[src/logic/rv_fetch_pkg.sv]
package rv_fetch_pkg;

    localparam int cpu_width = 32;
    localparam int id_width  = 4;

    typedef logic [id_width-1:0] imem_id_t;

    localparam imem_id_t fetch_id = 4'd1;   // id used by every instruction read

    typedef struct packed {
        logic [6:0] funct7;
        logic [4:0] rs2;
        logic [4:0] rs1;
        logic [2:0] funct3;
        logic [4:0] rd;
        logic [6:0] opcode;
    } r_type_t;

    typedef struct packed {
        logic [11:0] imm12;
        logic [4:0]  rs1;
        logic [2:0]  funct3;
        logic [4:0]  rd;
        logic [6:0]  opcode;
    } i_type_t;

    // one fetched word, read as R-type or I-type
    typedef union packed {
        r_type_t r_view;
        i_type_t i_view;
    } inst_u;

    typedef struct packed {
        logic is_mul;
        logic is_div;
        logic is_mem;
        logic is_jal;
        logic is_jalr;
        logic is_branch;
    } inst_class_t;

    typedef struct packed {
        logic                 ar_valid;
        logic [cpu_width-1:0] ar_addr;
        imem_id_t             ar_id;
    } imem_req_t;

    typedef struct packed {
        logic                 r_valid;
        logic [cpu_width-1:0] r_data;
        imem_id_t             r_id;
    } imem_rsp_t;

    typedef struct packed {
        logic                 mul_done;
        logic                 div_done;
        logic                 mem_res_valid;
        logic                 wb_res_valid;
        logic                 w_start;
        logic                 jump_valid;
        logic [cpu_width-1:0] jump_target;
    } ex_rsp_t;

    typedef struct packed {
        logic                 valid;
        logic [cpu_width-1:0] pc;
        inst_u                word;
        inst_class_t          cls;
    } issue_t;

endpackage

[src/logic/fetch_sequencer.sv]
`timescale 1ns/1ps

module fetch_sequencer #(
    parameter int IMEM_ID_W = 4
) (
    input  logic                  clk,
    input  logic                  rst_n,
    input  logic                  is_mem,
    input  logic                  pc_busy,
    input  rv_fetch_pkg::ex_rsp_t ex_rsp,
    input  logic                  cpu_ready,
    output logic                  if_valid,
    output logic [IMEM_ID_W-1:0]  if_send_id
);

    typedef enum logic [2:0] {
        st_idle,
        st_next,
        st_nmem,
        st_mem,
        st_write,
        st_next2,
        st_en,
        st_fn
    } seq_state_t;

    localparam logic [IMEM_ID_W-1:0] send_id = IMEM_ID_W'(rv_fetch_pkg::fetch_id);

    seq_state_t state;
    seq_state_t state_nx;
    logic       mem_seen;
    logic       wb_seen;
    logic       mem_hit;
    logic       wb_hit;

    assign mem_hit = ex_rsp.mem_res_valid | mem_seen;
    assign wb_hit  = ex_rsp.wb_res_valid | wb_seen;

    always_ff @(posedge clk or negedge rst_n) begin
        if (!rst_n) begin
            state <= st_idle;
        end else begin
            state <= state_nx;
        end
    end

    // execute may answer before the phase machine gets to mem/write
    always_ff @(posedge clk or negedge rst_n) begin
        if (!rst_n) begin
            mem_seen <= 1'b0;
            wb_seen  <= 1'b0;
        end else if (state == st_next2) begin
            mem_seen <= 1'b0;   // new fetch, drop old results
            wb_seen  <= 1'b0;
        end else begin
            if (ex_rsp.mem_res_valid) begin
                mem_seen <= 1'b1;
            end
            if (ex_rsp.wb_res_valid) begin
                wb_seen <= 1'b1;
            end
        end
    end

    always_comb begin
        state_nx = state;
        case (state)
            st_idle: begin
                if (is_mem) begin
                    state_nx = st_mem;
                end else begin
                    state_nx = st_next;
                end
            end
            st_next: begin
                if (ex_rsp.w_start) begin
                    state_nx = st_write;
                end else if (is_mem) begin
                    state_nx = st_mem;
                end else begin
                    state_nx = st_nmem;
                end
            end
            st_nmem: begin
                if (is_mem) begin
                    state_nx = st_mem;
                end else if (!pc_busy) begin   // pc settled for this instruction
                    state_nx = st_next2;
                end
            end
            st_mem: begin
                if (mem_hit) begin
                    state_nx = st_write;
                end
            end
            st_write: begin
                if (wb_hit && !pc_busy) begin
                    state_nx = st_next2;
                end
            end
            st_next2: state_nx = st_en;
            st_en: begin
                if (cpu_ready) begin
                    state_nx = st_fn;
                end
            end
            st_fn:   state_nx = st_idle;
            default: state_nx = st_idle;
        endcase
    end

    assign if_valid   = (state == st_next2);
    assign if_send_id = (state == st_next2 || state == st_en) ? send_id : '0;

endmodule

[src/logic/imem_read_port.sv]
`timescale 1ns/1ps

module imem_read_port #(
    parameter int IMEM_ID_W = 4
) (
    input  logic                               clk,
    input  logic                               rst_n,
    input  logic                               if_valid,
    input  logic [IMEM_ID_W-1:0]               if_send_id,
    input  logic [rv_fetch_pkg::cpu_width-1:0] curr_pc,
    output rv_fetch_pkg::imem_req_t            imem_req,
    input  rv_fetch_pkg::imem_rsp_t            imem_rsp,
    output rv_fetch_pkg::inst_u                word,
    output logic                               cpu_ready
);

    logic                               ar_valid_q;
    logic [rv_fetch_pkg::cpu_width-1:0] ar_addr_q;
    rv_fetch_pkg::imem_id_t             ar_id_q;
    logic                               rd_pend;
    logic                               rsp_hit;

    // only our own id, and only while a read is out
    assign rsp_hit = imem_rsp.r_valid && (rd_pend || ar_valid_q) &&
                     (imem_rsp.r_id == rv_fetch_pkg::fetch_id);

    always_ff @(posedge clk or negedge rst_n) begin
        if (!rst_n) begin
            ar_valid_q <= 1'b0;
            rd_pend    <= 1'b0;
            cpu_ready  <= 1'b0;
        end else begin
            ar_valid_q <= if_valid;
            rd_pend    <= (rd_pend | ar_valid_q) & ~rsp_hit;
            cpu_ready  <= rsp_hit;
        end
    end

    always_ff @(posedge clk) begin
        if (if_valid) begin
            ar_addr_q <= curr_pc;
            ar_id_q   <= rv_fetch_pkg::imem_id_t'(if_send_id);
        end
    end

    always_ff @(posedge clk or negedge rst_n) begin
        if (!rst_n) begin
            word <= '0;   // zero word decodes to no class
        end else if (rsp_hit) begin
            word <= imem_rsp.r_data;
        end
    end

    assign imem_req.ar_valid = ar_valid_q;
    assign imem_req.ar_addr  = ar_addr_q;
    assign imem_req.ar_id    = ar_id_q;

endmodule

[src/logic/inst_decode.sv]
`timescale 1ns/1ps

module inst_decode (
    input  rv_fetch_pkg::inst_u                word,
    input  logic [rv_fetch_pkg::cpu_width-1:0] pc,
    output rv_fetch_pkg::inst_class_t          cls,
    output logic [rv_fetch_pkg::cpu_width-1:0] jal_target
);

    localparam logic [6:0] op_reg    = 7'b0110011;
    localparam logic [6:0] op_load   = 7'b0000011;
    localparam logic [6:0] op_store  = 7'b0100011;
    localparam logic [6:0] op_jal    = 7'b1101111;
    localparam logic [6:0] op_jalr   = 7'b1100111;
    localparam logic [6:0] op_branch = 7'b1100011;

    localparam logic [6:0] funct7_muldiv = 7'd1;

    logic        muldiv;
    logic [20:0] j_imm;

    // M extension lives under OP with funct7 = 1
    assign muldiv = (word.r_view.opcode == op_reg) && (word.r_view.funct7 == funct7_muldiv);

    always_comb begin
        cls           = '0;
        cls.is_mul    = muldiv && (word.r_view.funct3 < 3'd4);
        cls.is_div    = muldiv && (word.r_view.funct3 >= 3'd4);
        cls.is_mem    = (word.i_view.opcode == op_load) || (word.i_view.opcode == op_store);
        cls.is_jal    = (word.i_view.opcode == op_jal);
        cls.is_jalr   = (word.i_view.opcode == op_jalr);
        cls.is_branch = (word.i_view.opcode == op_branch);
    end

    // J immediate is scattered over the I-type imm12, rs1 and funct3 bits
    assign j_imm = {
        word.i_view.imm12[11],
        word.i_view.rs1,
        word.i_view.funct3,
        word.i_view.imm12[0],
        word.i_view.imm12[10:1],
        1'b0
    };

    assign jal_target = pc + {{11{j_imm[20]}}, j_imm};

endmodule

[src/logic/muldiv_hold.sv]
`timescale 1ns/1ps

module muldiv_hold (
    input  logic                      clk,
    input  logic                      rst_n,
    input  rv_fetch_pkg::inst_class_t cls,
    input  rv_fetch_pkg::ex_rsp_t     ex_rsp,
    input  logic                      cpu_ready,
    output logic                      hold,
    output logic                      advance
);

    typedef enum logic [1:0] {
        md_idle,
        md_arith,
        md_after,
        md_end
    } md_state_t;

    md_state_t state;
    md_state_t state_nx;
    logic      md_op;
    logic      op_done;

    assign md_op   = cls.is_mul | cls.is_div;
    assign op_done = cls.is_mul ? ex_rsp.mul_done : ex_rsp.div_done;  // only the matching unit

    always_ff @(posedge clk or negedge rst_n) begin
        if (!rst_n) begin
            state <= md_idle;
        end else begin
            state <= state_nx;
        end
    end

    always_comb begin
        state_nx = state;
        case (state)
            md_idle: begin
                if (cpu_ready && md_op) begin
                    // done can come in the issue cycle itself
                    state_nx = op_done ? md_after : md_arith;
                end
            end
            md_arith: begin
                if (op_done) begin
                    state_nx = md_after;
                end
            end
            md_after: state_nx = md_end;
            md_end:   state_nx = md_idle;
            default:  state_nx = md_idle;
        endcase
    end

    assign hold    = (state == md_arith) || (state == md_after);
    assign advance = (state == md_end);   // one step of +4

endmodule

[src/logic/pc_predict.sv]
`timescale 1ns/1ps

module pc_predict #(
    parameter logic [rv_fetch_pkg::cpu_width-1:0] RESET_PC  = 32'h8000_0000,
    parameter int                                 IMEM_ID_W = 4
) (
    input  logic                                 clk,
    input  logic                                 rst_n,
    input  rv_fetch_pkg::inst_class_t            cls,
    input  logic [rv_fetch_pkg::cpu_width-1:0]   jal_target,
    input  rv_fetch_pkg::ex_rsp_t                ex_rsp,
    input  logic                                 cpu_ready,
    output logic [rv_fetch_pkg::cpu_width-1:0]   curr_pc,
    output logic                                 if_valid,
    output logic [IMEM_ID_W-1:0]                 if_send_id
);

    logic                               md_hold;
    logic                               md_advance;
    logic                               jump_pend;
    logic                               jump_dly;
    logic [rv_fetch_pkg::cpu_width-1:0] jump_tgt;
    logic                               jump_open;
    logic                               jump_take;
    logic                               jump_fall;
    logic                               plain_issue;
    logic                               pc_busy;

    // jalr/branch stay open from issue until execute resolves them
    assign jump_open = (cpu_ready & (cls.is_jalr | cls.is_branch)) | jump_pend;
    assign jump_take = jump_open & ex_rsp.jump_valid;
    assign jump_fall = jump_open & cls.is_branch & ex_rsp.wb_res_valid & ~ex_rsp.jump_valid;

    assign plain_issue = cpu_ready &
                         ~(cls.is_mul | cls.is_div | cls.is_jal | cls.is_jalr | cls.is_branch);

    assign pc_busy = md_hold | md_advance | jump_pend | jump_dly;

    fetch_sequencer #(
        .IMEM_ID_W(IMEM_ID_W)
    ) fetch_sequencer_i (
        .clk       (clk),
        .rst_n     (rst_n),
        .is_mem    (cls.is_mem),
        .pc_busy   (pc_busy),
        .ex_rsp    (ex_rsp),
        .cpu_ready (cpu_ready),
        .if_valid  (if_valid),
        .if_send_id(if_send_id)
    );

    muldiv_hold muldiv_hold_i (
        .clk      (clk),
        .rst_n    (rst_n),
        .cls      (cls),
        .ex_rsp   (ex_rsp),
        .cpu_ready(cpu_ready),
        .hold     (md_hold),
        .advance  (md_advance)
    );

    always_ff @(posedge clk or negedge rst_n) begin
        if (!rst_n) begin
            jump_pend <= 1'b0;
            jump_dly  <= 1'b0;
        end else begin
            jump_pend <= jump_open & ~jump_take & ~jump_fall;
            jump_dly  <= jump_take;   // target goes in one cycle later
        end
    end

    always_ff @(posedge clk) begin
        if (jump_take) begin
            jump_tgt <= ex_rsp.jump_target;
        end
    end

    always_ff @(posedge clk or negedge rst_n) begin
        if (!rst_n) begin
            curr_pc <= RESET_PC;
        end else if (md_hold) begin
            curr_pc <= curr_pc;   // mul/div still running
        end else if (md_advance || jump_fall) begin
            curr_pc <= curr_pc + 4;
        end else if (jump_dly) begin
            curr_pc <= jump_tgt;
        end else if (cpu_ready && cls.is_jal) begin
            curr_pc <= jal_target;
        end else if (plain_issue) begin
            curr_pc <= curr_pc + 4;
        end
    end

endmodule

[src/logic/rv_fetch_top.sv]
`timescale 1ns/1ps

module rv_fetch_top #(
    parameter logic [rv_fetch_pkg::cpu_width-1:0] RESET_PC  = 32'h8000_0000,
    parameter int                                 IMEM_ID_W = 4
) (
    input  logic                    clk,
    input  logic                    rst_n,
    output rv_fetch_pkg::imem_req_t imem_req,
    input  rv_fetch_pkg::imem_rsp_t imem_rsp,
    input  rv_fetch_pkg::ex_rsp_t   ex_rsp,
    output rv_fetch_pkg::issue_t    issue
);

    logic [rv_fetch_pkg::cpu_width-1:0] curr_pc;
    logic [rv_fetch_pkg::cpu_width-1:0] jal_target;
    logic                               if_valid;
    logic [IMEM_ID_W-1:0]               if_send_id;
    logic                               cpu_ready;
    rv_fetch_pkg::inst_u                word;
    rv_fetch_pkg::inst_class_t          cls;

    pc_predict #(
        .RESET_PC (RESET_PC),
        .IMEM_ID_W(IMEM_ID_W)
    ) pc_predict_i (
        .clk       (clk),
        .rst_n     (rst_n),
        .cls       (cls),
        .jal_target(jal_target),
        .ex_rsp    (ex_rsp),
        .cpu_ready (cpu_ready),
        .curr_pc   (curr_pc),
        .if_valid  (if_valid),
        .if_send_id(if_send_id)
    );

    imem_read_port #(
        .IMEM_ID_W(IMEM_ID_W)
    ) imem_read_port_i (
        .clk       (clk),
        .rst_n     (rst_n),
        .if_valid  (if_valid),
        .if_send_id(if_send_id),
        .curr_pc   (curr_pc),
        .imem_req  (imem_req),
        .imem_rsp  (imem_rsp),
        .word      (word),
        .cpu_ready (cpu_ready)
    );

    inst_decode inst_decode_i (
        .word      (word),
        .pc        (curr_pc),
        .cls       (cls),
        .jal_target(jal_target)
    );

    // pc only moves after the issue cycle
    assign issue.valid = cpu_ready;
    assign issue.pc    = curr_pc;
    assign issue.word  = word;
    assign issue.cls   = cls;

endmodule

[config.mk]
export PLATFORM = sky130hd
export DESIGN_NAME = rv_fetch_top
export DESIGN_NICKNAME = d
export VERILOG_FILES = /design/src/logic/rv_fetch_pkg.sv /design/src/logic/fetch_sequencer.sv /design/src/logic/imem_read_port.sv /design/src/logic/inst_decode.sv /design/src/logic/muldiv_hold.sv /design/src/logic/pc_predict.sv /design/src/logic/rv_fetch_top.sv
export SDC_FILE = /design/constraint.sdc
export NUM_CORES = 1
export LEC_CHECK = 0
export BUFFER_PORTS_ARGS = -buffer_cell sky130_fd_sc_hd__buf_2
export CAP_MARGIN = 30
export CORE_MARGIN = 4
export CORE_UTILIZATION = 48
export DETAILED_ROUTE_END_ITERATION = 6
export MAX_ROUTING_LAYER = met4
export PLACE_DENSITY_LB_ADDON = 0.08
export SYNTH_ARGS = -nofsm -noshare
export SYNTH_HDL_FRONTEND = slang
export SYNTH_SLANG_ARGS = --single-unit
export TNS_END_PERCENT = 10
[constraint.sdc]
create_clock -name clk -period 3.5 [get_ports clk]
set_input_delay 0.35 -clock clk [delete_from_list [all_inputs] [get_ports clk]]
set_output_delay 0.35 -clock clk [all_outputs]
set_load 0.05 [all_outputs]
==> flow_metrics.env <==
export IMPL_fin_tns_setup_ns=0
export IMPL_ys_ff_latch=141
export IMPL_layout_common_cells="180 x buf_2, 75 x dfrtp_1, 65 x edfxtp_1, 59 x nand2_1, 58 x o21ai_0"
export IMPL_cts_tree="done"
export IMPL_antenna_left=0
export IMPL_hold_buffers=1
export IMPL_synth_top_area_share_pct=25.1
export IMPL_syn_to_final_growth_pct=24.4
export IMPL_start_util_pct=49.0
export IMPL_ys_flop_type="dfrtp_1"
export IMPL_setup_viol=0
export IMPL_yosysSeqAreaShare_pct=49.5
export IMPL_hold_ws_ns=0.0926
export IMPL_port_buffers=181
export IMPL_nets=1042
export IMPL_slowest_delay_ns=0.45
export IMPL_seqPwrFrac_pct=29.5
export IMPL_period_share_pct=86.5
export IMPL_skew_ns=0.00992
export IMPL_core_sq_mm=0.0159
export IMPL_clockBufferDepth=2
export IMPL_synth_top_family_by_area="compound AO/OA/AOI/OAI gates"
export IMPL_synth_compound_area_share_pct=17.8
export IMPL_num_rows=46
export IMPL_final_hold_violation_count=0
export IMPL_place_area_sq_mm=0.00901
export IMPL_slew_violations=0
export IMPL_synthAdderAreaFrac_pct=6.04
export IMPL_firstDrtPassIters=6
export IMPL_pwr_share_clk_pct=23.7
export IMPL_avgSynthCellArea_sq_um=10.6
export IMPL_end_kind="flip-flop"
export IMPL_clk_latency_ns=0.43
export IMPL_cap_violations=0
export IMPL_gp_congestion=0.910
export IMPL_p_sw_uw=3860
export IMPL_cp_num_buf_inv=0
export IMPL_fp_dieH_microns=135
export IMPL_fp_dieArea_sq_mm=0.0183
export IMPL_comb_power_share_pct=46.8
export IMPL_synthSimpleGateAreaFrac_pct=15.5
export IMPL_async_reset_ff_share_pct=53.9
export IMPL_p_per_area_mw_per_mm2=886
export IMPL_post_cts_resized=0
export IMPL_pre_cts_slack_ns=0.508
export IMPL_track_usage_pct=26.9
export IMPL_synth_area_leaders="edfxtp_1 25%, dfrtp_1 24%, ha_1 5.8%, mux2_2 4.5%, o21ai_0 3.7%"
export IMPL_hold_path_class="in -> reg"
export IMPL_drt_initial_drc_count=456
export IMPL_drc_errors=0
export IMPL_final_area_sq_mm=0.00970
export IMPL_peakVddDrop_v=0.000460
export IMPL_wl_per_cell_microns=20.2
export IMPL_syn_area_sq_mm=0.00779
export IMPL_worstPathRequired_ns=3.79
export IMPL_grt_max_degree=57
export IMPL_cts_buffers=17
export IMPL_grt_pass1_vias=6786
export IMPL_grt_ovfl_total=0
export IMPL_synth_edf_count=65
export IMPL_clkTransAtPathRegs_ns=0.06
export IMPL_maxSlewHeadroom_pct=39.9
export IMPL_clock_sinks=141
export IMPL_antenna_found_initial=2
export IMPL_crit_family="compound AO/OA/AOI/OAI gates"
export IMPL_fmax_ghz=0.330
export IMPL_path_cells="ha_1 -> a21o_1 -> a31o_2 -> a211o_1 -> o211ai_1 -> o221ai_1 -> o41ai_1 -> xor2_1 -> o21ai_0"
export IMPL_rsz0062_at_grt="no"
export IMPL_p_leak_uw=0.00413
export IMPL_die_width_microns=135
export IMPL_tightest_slew_ns=0.897
export IMPL_yosys_warnings=0
export IMPL_crit_slowest_cell="dfrtp_1"
export IMPL_path_class="reg -> reg"
export IMPL_p_int_uw=4730
export IMPL_muxShareOfSynthArea_pct=4.87
export IMPL_drive_gt1_share_pct=30.1
export IMPL_via_count=6796
export IMPL_synth_cells=736
export IMPL_final_common_cell="buf_2"
export IMPL_run_status="finished, final reports clean"
export IMPL_hpwl_mm=17.3
export IMPL_synth_top_area_cell="edfxtp_1"
export IMPL_synth_xor_area_share_pct=3.04
export IMPL_post_cts_buffers=0
export IMPL_setup_slack_ns=0.472
export IMPL_post_route_util_pct=61.0
export IMPL_root_buffer="clkbuf_16"
export IMPL_wirelength_mm=23.5
export IMPL_arrival_ns=3.32
export IMPL_routed_via_density=5.86
export IMPL_startpoint_type="flip-flop"
export IMPL_swShare_pct=44.9
export IMPL_min_period_ns=3.03
export IMPL_yosysUniqueCellTypes=75
export IMPL_worstPathMaxFanout=7
export IMPL_h_tree_depth=4
export IMPL_pin_count=185
export IMPL_grt_pass1_wl_mm=37.0
-- cells by family after synthesis --
| kind of cell | count (synthesis) |
|---|---|
| buf+inv | 54 |
| xor+xnor | 27 |
| compound gates | 206 |
| flops | 141 |
| other cells | 1 |
| mux | 34 |
| fa+ha+maj | 37 |
| simple gates | 236 |
-- power by group through the flow --
stage          logic (uW)  registers [uW]  clock network [uW]
2_1_floorplan        2030            3460                   0
3_3_place_gp         3940            2540                   0
3_5_place_dp         3980            2560                   0
4_1_cts              4010            2530                2060
5_1_grt              4340            2590                2140
6_report             4020            2530                2030
-- registers in the layout (all words and copies together) (netlist names), 2 cells and up --
| register | cells |
|---|---|
| imem_read_port_i.ar_addr_q | 32 |
| imem_read_port_i.word | 32 |
| pc_predict_i.curr_pc | 32 |
| pc_predict_i.fetch_sequencer_i.state | 3 |
| pc_predict_i.jump_tgt | 32 |
| pc_predict_i.muldiv_hold_i.state | 2 |
-- Yosys cell counts (3+ instances only) --
cell and number:
mux2i_1 3, nor2b_1 11, o21ai_0 58, nand3_1 21, dfrtp_1 75, nand4_1 7, inv_1 23, o211ai_1 6
a31oi_1 10, nor3b_1 10, edfxtp_1 65, nand2_1 59, or2_2 3, nor2_1 48, nand2b_1 7, o22ai_1 7
xnor2_1 10, a221oi_1 10, o21a_1 8, o31ai_1 4, a21o_1 13, buf_2 7, a22oi_1 6, nor3_1 19
or3_1 6, a211o_1 3, clkbuf_1 15, xor2_1 17, and3_1 17, a21oi_1 39, mux2_2 31, nor4_1 6
ha_1 36, nand3b_1 3, and2_1 4, and4_1 5, a211oi_1 4, buf_4 8
-- final timing paths --
path	startpoint	endpoint	slack, ns	cells after the start
worst max-delay path	pc_predict_i.curr_pc[10]	pc_predict_i.curr_pc[28]	0.47	9
worst min-delay path	ex_rsp[15]	pc_predict_i.jump_tgt[15]	0.09	1
worst max register to register	pc_predict_i.curr_pc[10]	pc_predict_i.curr_pc[28]	0.47	9
worst min register to register	pc_predict_i.fetch_sequencer_i.mem_seen	pc_predict_i.fetch_sequencer_i.mem_seen	0.48	2
max in group asynchronous	rst_n	imem_read_port_i.word[18]	2.51	3
min in group asynchronous	rst_n	pc_predict_i.fetch_sequencer_i.mem_seen	0.37	2
-- stage by stage --
step | instances | total power, uW
floorplan | 738 | 5480
global placement | 1123 | 6480
detailed placement | 1124 | 6540
CTS | 1157 | 8600
global route | 1159 | 9060
finish | 1160 | 8590
-- metal layers --
metal,up-vias,GRT usage [%],routed length (microns)
met4,0,9.41,648
met5,-,-,0
li1,3154,-,-
met1,3325,35.2,10400
met2,267,41.4,10900
met3,50,6.17,1450
-- final cells by class --
| type | count | area [sq um] |
|---|---|---|
| timing repair buffer | 202 | 1090 |
| fill | 1358 | 6190 |
| tap | 216 | 270 |
| inverter | 23 | 86.3 |
| antenna | 3 | 7.51 |
| clock inverter | 10 | 144 |
| sequential | 141 | 3850 |
| clock buffer | 22 | 528 |
| multi-input combinational | 543 | 3720 |
-- worst register-to-register path: stages (launching register included) --
cell	delay, ns
dfrtp_1	0.45
ha_1	0.39
a21o_1	0.23
a31o_2	0.26
a211o_1	0.32
o211ai_1	0.34
o221ai_1	0.27
o41ai_1	0.36
xor2_1	0.17
o21ai_0	0.10
No activity file was read; power rests on OpenSTA's default activity.
